==> src/design/i2c_target_pkg.sv <==
package i2c_target_pkg;

    localparam logic [6:0] device_addr   = 7'h48;   // Target address on the bus
    localparam logic [7:0] register_addr = 8'h22;   // Only register pointer we answer
    localparam int         byte_bits     = 8;
    localparam int         data_width    = 16;

    typedef logic [3:0] bit_count_t;

    // One synchronized bus line
    typedef struct packed {
        logic level;
        logic rise;
        logic fall;
    } line_state_t;

    typedef struct packed {
        line_state_t sda;
        line_state_t scl;
        logic        start;   // One-clock strobes
        logic        stop;
    } bus_event_t;

    // FSM requests toward the pad driver
    typedef struct packed {
        logic ack_req;
        logic will_ack;
        logic tx_en;
        logic tx_bit;
    } sda_ctrl_t;

    typedef enum logic [3:0] {
        bus_free,
        address_shift,
        address_ack,
        subaddr_shift,
        subaddr_ack,
        write_shift,
        write_ack,
        read_prep,
        read_shift,
        read_ackin
    } target_state_e;

    typedef enum logic [1:0] {
        evaluate,
        wait_scl_low,
        wait_scl_rise
    } ack_phase_e;

endpackage

==> src/design/bus_condition.sv <==
`timescale 1ns/1ps

module bus_condition
    import i2c_target_pkg::*;
(
    input  logic        clk,
    input  logic        reset_n,
    input  line_state_t sda_line,
    input  line_state_t scl_line,
    output bus_event_t  bus
);

    // SDA only moves while SCL is low during data bits, so an SDA edge
    // with SCL high can only be a START or a STOP
    always_ff @(posedge clk or negedge reset_n)
    begin
        if (!reset_n)
        begin
            bus.sda   <= '{level: 1'b1, rise: 1'b0, fall: 1'b0};
            bus.scl   <= '{level: 1'b1, rise: 1'b0, fall: 1'b0};
            bus.start <= 1'b0;
            bus.stop  <= 1'b0;
        end
        else
        begin
            bus.sda   <= sda_line;     // Delayed to line up with the strobes
            bus.scl   <= scl_line;
            bus.start <= sda_line.fall & scl_line.level;
            bus.stop  <= sda_line.rise & scl_line.level;
        end
    end

endmodule

==> config.mk <==
export PLATFORM = sky130hd
export DESIGN_NAME = bus_condition
export DESIGN_NICKNAME = d
export VERILOG_FILES = /design/src/design/i2c_target_pkg.sv /design/src/design/bus_condition.sv
export SDC_FILE = /design/constraint.sdc
export NUM_CORES = 1
export LEC_CHECK = 0
export ABC_AREA = 1
export ABC_CLOCK_PERIOD_IN_PS = 900
export BUFFER_PORTS_ARGS = -buffer_cell sky130_fd_sc_hd__buf_4
export CAP_MARGIN = 20
export CORE_AREA = 10 10 47 49
export CTS_CLUSTER_SIZE = 12
export DETAILED_ROUTE_END_ITERATION = 16
export DIE_AREA = 0 0 57 59
export SYNTH_ARGS = -nofsm -noshare
export SYNTH_HDL_FRONTEND = slang
export SYNTH_SLANG_ARGS = --single-unit
export TNS_END_PERCENT = 30
==> constraint.sdc <==
create_clock -name clk -period 0.9 [get_ports clk]
set_input_delay 0.18 -clock clk [delete_from_list [all_inputs] [get_ports clk]]
set_output_delay 0.18 -clock clk [all_outputs]
set_load 0.02 [all_outputs]
==> metrics.txt <==
status finished, violations left; violated checks negative setup slack; Top reg by flops bus; setup bufs post-CTS 0; Sequential Power Share 50.0%; Fin Setup TNS -0.484 ns; RSZ-0062 raised after global routing yes; PwrDens 1870 nW/um2; Crit Path Class reg2out; Syn. warnings 0; largest area contributor in the netlist dfrtp_1; io pins 16; first-pass GRT wire length 848 um; Pleak 0.215 nW; Final Cycle Share 118%; clock period minus worst slack 1.06 ns; post-synth top area share 69.0%; Max VDD drop 453 uV; routability congestion estimate 0.683; GR Overflow Total 0; biggest regs bus x8; Starting Density 15.5%; maximum number of pins on one net before global-route repair 9; Distinct cells, synth 4; cell family with most CP delay flip-flops; row count 14; Final Hold Fails 0; number of diodes 0; Area Overhead vs Synth 91.4%; CTS tree built; clk buf depth 2; Final Cell Area 417 um2; WP depth 1; Final Slew Violations 0; Syn Nets 20; Die Area 3360 um2; core area 1400 um2; GRT Resource Usage Total 3.84%; clock power share 36.6%; Clock Sink Count 8; Util after Layout 29.7%; Final WS setup -0.159 ns; critical path's slowest cell dfstp_2; Bufs and invs on worst path 1; Die Y 59 um; Max-slew headroom 93.2%; Worst Hold Class in2reg; via count 161; CP Cell Sequence buf_6; Worst EP arrival 0.88 ns; Worst Setup SP bus[4]; max FFs per register 8; Least-Margin Pin Slew 0.102 ns; Post-Place Cell Area 350 um2; Hold Crit Depth 1; layout cell share with drive strength beyond 1 62.5%; Die X 57 um; crit-path max FO 1; worst hold start scl_line[1]; syn_area_per_cell 18.1 um2; Num CTS Buffers 3; vias in the first global route 196; Sw Share 21.9%; # DRC 0; sequential fraction of the synthesis area 93.1%; #FFs+latches synth 8; CP max stage delay 0.52 ns; P_int 609 uW; First-pass DRT Iterations 1; Post-Syn Instances 12; I/O Buffers 15; clk root buf clkbuf_4; Layout Nets 41; DRT iter0 DRCs 0; Max Cap Viol 0; DP HPWL 504 um; CTS H-Tree Depth 1; remaining antenna violation count after routing 0; startpoint type of the worst setup path flip-flop; WHS Endpoint bus[3]; Max Freq 945 MHz; CP Capture Type output pin; WL per Instance 11.9 um; synth top area cells dfrtp_1 69%, dfstp_2 24%, inv_1 3.4%, nand2_1 3.4%; Syn Std Cell Area 218 um2; clk slew on worst S/H paths 0.05 ns; Psw 171 uW; Crit path required time 0.72 ns; Hold Slack 0.0379 ns; final setup fails 8; Comb pwr share 13.3%; WL final 572 um; antenna violations before repair 0; DR vias/cell 3.35
-- timing repair --
action,4_1_cts,5_1_grt
gates cloned,0,0
setup endpoints to repair,8,8
endpoints found under the hold margin,8,0
hold buffers,1,0
resized for setup,8,0
-- final cells by class --
class,count,area (um2)
multi-input cells,2,7.51
clock buffers,4,26.3
flip-flops and latches,8,203
inverters,2,7.51
well taps,16,20.0
fillers,148,985
repair buffers,16,153
-- cell usage after synthesis (all sizes together) --
master  number
dfstp        2
nand2        2
inv          2
dfrtp        6
-- cells in the final DEF, fill, tap and decap left out --
cell	n
dlygate4sd3_1	1
dfstp_2	2
dfrtp_1	6
nand2_1	2
inv_1	2
clkbuf_4	3
buf_6	8
clkbuf_1	1
buf_4	7
-- routing by layer --
| layer | vias to the layer above | GRT usage (%) | routed length, um |
|---|---|---|---|
| li1 | 73 | - | - |
| met2 | 18 | 3.10 | 152 |
| met5 | - | 0 | 0 |
| met1 | 68 | 3.04 | 224 |
| met3 | 2 | 6.01 | 186 |
| met4 | 0 | 5.03 | 8 |
-- how the worst max path moves through the flow --
stage	end
after floorplan	bus[4]
after CTS	bus[4]
final	bus[4]
after global routing	bus[4]
after global placement	bus[7]
after detailed placement	bus[4]
-- metrics by stage --
step                      power, mW  std cells  setup slack (ns)
after floorplan               0.421         12             0.166
after global placement        0.484         43            0.0867
after detailed placement      0.485         43            0.0918
after CTS                     0.798         48            -0.173
after global routing          0.818         48            -0.179
final                         0.780         48            -0.159
-- power by group through the flow --
stage               Combinational (mW)  Clock, mW  Sequential [mW]
finish                           0.104      0.286            0.390
global route                     0.112      0.315            0.392
CTS                              0.107      0.300            0.391
detailed placement              0.0918          0            0.393
global placement                0.0907          0            0.393
floorplan                      0.00322          0            0.418
-- logic make-up after synthesis --
group | synth area share, %
buffers and inverters | 3.45
flip-flops | 93.1
AND/OR/NAND/NOR | 3.45
(Power assumes the default switching activity.)
