--- config.mk ---
export PLATFORM = sky130hd
export DESIGN_NAME = target_fsm
export DESIGN_NICKNAME = d
export VERILOG_FILES = /design/src/design/i2c_target_pkg.sv /design/src/design/target_fsm.sv
export SDC_FILE = /design/constraint.sdc
export NUM_CORES = 1
export LEC_CHECK = 0
export ABC_AREA = 1
export BUFFER_PORTS_ARGS = -buffer_cell sky130_fd_sc_hd__buf_2
export CORE_MARGIN = 4
export CORE_UTILIZATION = 25
export DETAILED_ROUTE_END_ITERATION = 8
export GPL_TIMING_DRIVEN = 0
export SYNTH_ARGS = -nofsm -noshare
export SYNTH_HDL_FRONTEND = slang
export SYNTH_SLANG_ARGS = --single-unit
--- constraint.sdc ---
create_clock -name clk -period 2 [get_ports clk]
set_input_delay 0.2 -clock clk [delete_from_list [all_inputs] [get_ports clk]]
set_output_delay 0.2 -clock clk [all_outputs]
set_load 0.005 [all_outputs]
--- src/design/i2c_target_pkg.sv ---
package i2c_target_pkg;

    localparam logic [6:0] device_addr   = 7'h48;   // Target address on the bus
    localparam logic [7:0] register_addr = 8'h22;   // Only register pointer we answer
    localparam int         byte_bits     = 8;
    localparam int         data_width    = 16;

    typedef logic [3:0] bit_count_t;

    // One synchronized bus line
    typedef struct packed {
        logic level;
        logic rise;
        logic fall;
    } line_state_t;

    typedef struct packed {
        line_state_t sda;
        line_state_t scl;
        logic        start;   // One-clock strobes
        logic        stop;
    } bus_event_t;

    // FSM requests toward the pad driver
    typedef struct packed {
        logic ack_req;
        logic will_ack;
        logic tx_en;
        logic tx_bit;
    } sda_ctrl_t;

    typedef enum logic [3:0] {
        bus_free,
        address_shift,
        address_ack,
        subaddr_shift,
        subaddr_ack,
        write_shift,
        write_ack,
        read_prep,
        read_shift,
        read_ackin
    } target_state_e;

    typedef enum logic [1:0] {
        evaluate,
        wait_scl_low,
        wait_scl_rise
    } ack_phase_e;

endpackage

--- src/design/target_fsm.sv ---
`timescale 1ns/1ps

module target_fsm
    import i2c_target_pkg::*;
(
    input  logic       clk,
    input  logic       reset_n,
    input  bus_event_t bus,
    output sda_ctrl_t  ctrl,
    output logic       busy
);

    target_state_e         state;
    ack_phase_e            ack_phase;
    bit_count_t            bit_cnt;
    logic [1:0]            byte_cnt;      // Bytes already read in this transaction
    logic [6:0]            addr_reg;
    logic                  rw_mode;       // 1 for a read
    logic [7:0]            subaddr_reg;
    logic [7:0]            wr_byte;       // Incoming data byte
    logic [data_width-1:0] data_reg;
    logic [7:0]            rd_byte;       // Outgoing byte, shifted MSB first
    logic                  ack_req;
    logic                  will_ack;
    logic                  tx_en;
    logic                  tx_bit;
    logic                  ack_match;
    target_state_e         ack_next;
    logic                  last_rx_bit;

    assign last_rx_bit = bus.scl.rise && (bit_cnt == bit_count_t'(byte_bits - 1));

    // Match result and follow-on state for the byte being acknowledged
    always_comb
    begin
        case (state)
            address_ack:
            begin
                ack_match = (addr_reg == device_addr);
                ack_next  = ack_match ? subaddr_shift : bus_free;
            end
            subaddr_ack:
            begin
                ack_match = (subaddr_reg == register_addr);
                if (!ack_match)
                    ack_next = bus_free;
                else if (rw_mode)
                    ack_next = read_prep;
                else
                    ack_next = write_shift;
            end
            default:
            begin
                ack_match = 1'b1;     // Data bytes are always taken
                ack_next  = write_shift;
            end
        endcase
    end

    always_ff @(posedge clk or negedge reset_n)
    begin
        if (!reset_n)
        begin
            state       <= bus_free;
            ack_phase   <= evaluate;
            bit_cnt     <= '0;
            byte_cnt    <= '0;
            addr_reg    <= '0;
            rw_mode     <= 1'b0;
            subaddr_reg <= '0;
            wr_byte     <= '0;
            data_reg    <= '0;
            rd_byte     <= '0;
            ack_req     <= 1'b0;
            will_ack    <= 1'b0;
            tx_en       <= 1'b0;
            tx_bit      <= 1'b0;
            busy        <= 1'b0;
        end
        else if (bus.stop)
        begin
            state     <= bus_free;
            ack_phase <= evaluate;
            ack_req   <= 1'b0;
            will_ack  <= 1'b0;
            tx_en     <= 1'b0;
            busy      <= 1'b0;
        end
        else if (bus.start)         // Also covers a repeated START
        begin
            state     <= address_shift;
            ack_phase <= evaluate;
            bit_cnt   <= '0;
            byte_cnt  <= '0;
            ack_req   <= 1'b0;
            will_ack  <= 1'b0;
            tx_en     <= 1'b0;
            busy      <= 1'b1;
        end
        else
        begin
            case (state)
                bus_free:
                    bit_cnt <= '0;
                address_shift:
                    if (bus.scl.rise)
                    begin
                        {addr_reg, rw_mode} <= {addr_reg[5:0], rw_mode, bus.sda.level};
                        bit_cnt <= bit_cnt + 4'd1;
                        if (last_rx_bit)
                            state <= address_ack;
                    end
                subaddr_shift:
                    if (bus.scl.rise)
                    begin
                        subaddr_reg <= {subaddr_reg[6:0], bus.sda.level};
                        bit_cnt     <= bit_cnt + 4'd1;
                        if (last_rx_bit)
                            state <= subaddr_ack;
                    end
                write_shift:
                    if (bus.scl.rise)
                    begin
                        wr_byte <= {wr_byte[6:0], bus.sda.level};
                        bit_cnt <= bit_cnt + 4'd1;
                        if (last_rx_bit)
                        begin
                            // Whole byte in, push it into the low end
                            data_reg <= {data_reg[data_width-byte_bits-1:0],
                                         wr_byte[6:0], bus.sda.level};
                            state    <= write_ack;
                        end
                    end
                address_ack, subaddr_ack, write_ack:
                    case (ack_phase)
                        evaluate:
                        begin
                            will_ack  <= ack_match;
                            ack_phase <= wait_scl_low;
                        end
                        wait_scl_low:
                            if (!bus.scl.level)
                            begin
                                ack_req   <= 1'b1;     // Driver starts the ACK hold
                                ack_phase <= wait_scl_rise;
                            end
                        wait_scl_rise:
                            if (bus.scl.rise)
                            begin
                                ack_req   <= 1'b0;
                                ack_phase <= evaluate;
                                bit_cnt   <= '0;
                                state     <= ack_next;
                            end
                        default:
                            ack_phase <= evaluate;
                    endcase
                read_prep:
                begin
                    rd_byte <= (byte_cnt == 2'd0) ? data_reg[data_width-1 -: byte_bits]
                                                  : data_reg[byte_bits-1:0];
                    tx_en   <= 1'b1;
                    bit_cnt <= '0;
                    state   <= read_shift;
                end
                read_shift:
                    if (bus.scl.fall)
                    begin
                        bit_cnt <= bit_cnt + 4'd1;
                        if (bit_cnt == bit_count_t'(byte_bits))
                        begin
                            tx_en <= 1'b0;     // Hand SDA to the master for its ACK
                            state <= read_ackin;
                        end
                        else
                        begin
                            tx_bit  <= rd_byte[7];
                            rd_byte <= {rd_byte[6:0], 1'b0};
                        end
                    end
                read_ackin:
                    if (bus.scl.rise)
                    begin
                        if (!bus.sda.level)
                        begin
                            if (byte_cnt != 2'd3)
                                byte_cnt <= byte_cnt + 2'd1;
                            state <= read_prep;
                        end
                        else
                            state <= bus_free;  // NACK ends the read
                    end
                default:
                    state <= bus_free;
            endcase
        end
    end

    assign ctrl = '{ack_req: ack_req, will_ack: will_ack, tx_en: tx_en, tx_bit: tx_bit};

endmodule

==> impl_metrics.tcl <==
set metrics [dict create \
    area_growth_pct 18.1 \
    num_rows 41 \
    criticalPathCategory "flop to flop" \
    report.final.hold_viol_count 64 \
    viasPerCell 4.26 \
    busiest_layer "met2" \
    rsz0062_at_grt "false" \
    min_path_type "input port to async pin" \
    core_region_area_um2 12800 \
    period_share_pct 87.6 \
    clk_pin_slew_worst_paths_ns 0.05 \
    cp_max_fo 10 \
    initial_core_util_pct 25.9 \
    synthMuxAreaShare_pct 0.680 \
    hpwl_um 4850 \
    portBuffers 12 \
    ios 15 \
    dr.pass1.iters 4 \
    cts_inserted_buffers 9 \
    synth_simple_gate_area_share_pct 24.4 \
    htree_levels 3 \
    fp.dieH_um 123 \
    fin_total_pwr_uw 3210 \
    fin_nets 453 \
    skew_ns 0.00505 \
    status "finished with violations" \
    syn_area_um2 3310 \
    antenna_found_initial 0 \
    synth_cells 412 \
    powerDensity_nw_per_um2 820 \
    synth-seq-area-share_pct 48.4 \
    grt_max_degree 65 \
    violations "negative hold slack" \
    yosysWarningCount 0 \
    post-cts-setup-buffers 0 \
    start_kind "flop" \
    gr-total-overflow 0 \
    slew_headroom_pct 47.0 \
    grt.total_usage_pct 9.68 \
    use_met3_pct 1.88 \
    syn_avg_cell_area_um2 8.04 \
    n_antenna_cell 0 \
    cts_hold_buf 0 \
    synth_area_leaders "dfrtp_1 48%, nand2_1 11%, o21ai_0 8.3%, inv_1 6.5%, nor2_1 4.1%" \
    first_global_vias 2564 \
    hold_ws_ns -0.0467 \
    cts.repair.resized 0 \
    die_w_um 123 \
    route.detailed.drc 0 \
    clock-sinks 64 \
    largest_register_ffs 16 \
    routed_wl_um 6730 \
    cp.arrival_ns 1.95 \
    syn_nets 430 \
    grt_pass1_wl_um 11800 \
    place.gp.congestion 0.891 \
    fin_crit_ns 1.75 \
    max_freq_mhz 571 \
    max_cap_viol_count 0 \
    use_met1_pct 13.2 \
    synth-xor-area-share_pct 0.529 \
    root_buffer "clkbuf_16" \
    detail-route-antenna-nets 0 \
    final_layout_size_suffix_gt1_share_pct 13.4 \
    drtIter0Drc 152 \
    synth-adder-area-share_pct 3.02 \
    p_leak_uw 0.00183 \
    met2_usage_pct 14.8 \
    endpoint_kind "flop" \
    yosys.area.top_type "dfrtp_1" \
    fin_setup_tns_ns 0 \
    worst_slew_pin_slew_ns 0.794 \
    final-setup-viol-count 0 \
    synth_cell_type_count 34 \
    synth_top_family_by_area "simple AND/OR/NAND/NOR gates" \
    vias 2607 \
    wl_per_cell_um 11.0 \
    clk_latency_ns 0.33 \
    final_cell_mix "101 x nand2_1, 64 x dfrtp_1, 57 x inv_1, 55 x o21ai_0, 36 x nor2_1" \
    synth_top_area_share_pct 48.4 \
    ys_ff_latch 64 \
    cts.path.max_buffers 2 \
    die-area_um2 15200 \
    worstPathRequired_ns 2.20 \
    finalMaxSlewViolations 0 \
    layout_commonest_cell "nand2_1" \
    vdd_ir_drop_max_uv 370 \
    synth_compound_area_share_pct 13.6 \
    cts_tree "done" \
]
[metal layers]
| layer | up-vias | part of all wire (%) |
|---|---|---|
| met3 | 6 | 4.6 |
| li1 | 1349 | - |
| met2 | 42 | 46 |
| met1 | 1210 | 48 |
| met4 | 0 | 1.3 |
| met5 | - | 0 |
[stage by stage]
step | cell area, um^2 | utilization [%] | worst slack [ns] | hold slack [ns] | instances
6_report | 3910 | 30.6 | 0.247 | -0.0467 | 612
5_1_grt | 3910 | 30.6 | 0.0570 | 0.0490 | 612
4_1_cts | 3910 | 30.6 | 0.247 | 0.00311 | 612
3_5_place_dp | 3590 | 28.1 | 0.281 | 0.351 | 596
3_3_place_gp | 3590 | 28.1 | 0.267 | 0.466 | 596
2_1_floorplan | 3310 | - | 0.520 | -0.0956 | 412
[critical path, stage by stage, from the launching register on]
cell and delay (ns):
dfrtp_1 0.44, inv_2 0.14, nand2_1 0.13, nor2_1 0.23, nand4_2 0.21, clkbuf_1 0.27, nand2_1 0.12, o21ai_0 0.09
[cells in the mapped netlist]
master and count:
nand2_1 101, dfrtp_1 64, inv_1 57, o21ai_0 55, nor2_1 36, nand3_1 23, clkbuf_1 8, ha_1 8
o211ai_1 8, a21oi_1 7, inv_2 6, o21ai_1 5, buf_4 4, nand2_2 3, nand3_2 3, mux2_2 2
nand4_1 2, nor2_2 2, nor2_4 2, nor3_2 2, a211oi_4 1, a21oi_4 1, buf_2 1, buf_6 1
nand2_4 1, nand4_2 1, nor2_8 1, nor3_1 1, o211ai_2 1, o22ai_1 1, or2_1 1, or2_2 1
xnor2_1 1, xor2_1 1
[area by class of cell]
type	count	area (um^2)
Buffer	14	76.3
Inverter	63	236
Sequential cell	64	1600
Clock inverter	4	76.3
Timing Repair Buffer	12	62.6
Multi-Input combinational cell	271	1400
Fill cell	1332	8860
Tap cell	172	215
Clock buffer	12	246
[final timing paths]
| path | depth (start not counted) | to | start | slack [ns] |
|---|---|---|---|---|
| min reg2reg | 2 | tx_bit | tx_bit | 0.48 |
| max reg2reg | 7 | data_reg[5] | state[3] | 0.25 |
| min in group clk | 2 | busy | bus[0] | 0.14 |
| max in group asynchronous | 1 | tx_en | reset_n | 1.51 |
| min | 1 | addr_reg[3] | reset_n | -0.05 |
| max | 7 | data_reg[5] | state[3] | 0.25 |
[logic make-up after synthesis]
kind of cell	after synthesis
muxes	2
xor gates and xnor gates	2
and+or+nand+nor	180
buffers and inverters	77
AOI/OAI and AO/OA	79
DFF	64
adders and majority gates	8
[power breakdown]
group	total, uW	switching (uW)	internal (uW)
registers	1350	19.4	1330
clock network	1700	569	1130
logic	161	114	47.3
total	3210	702	2510
Power figures use the tool's default switching activity.
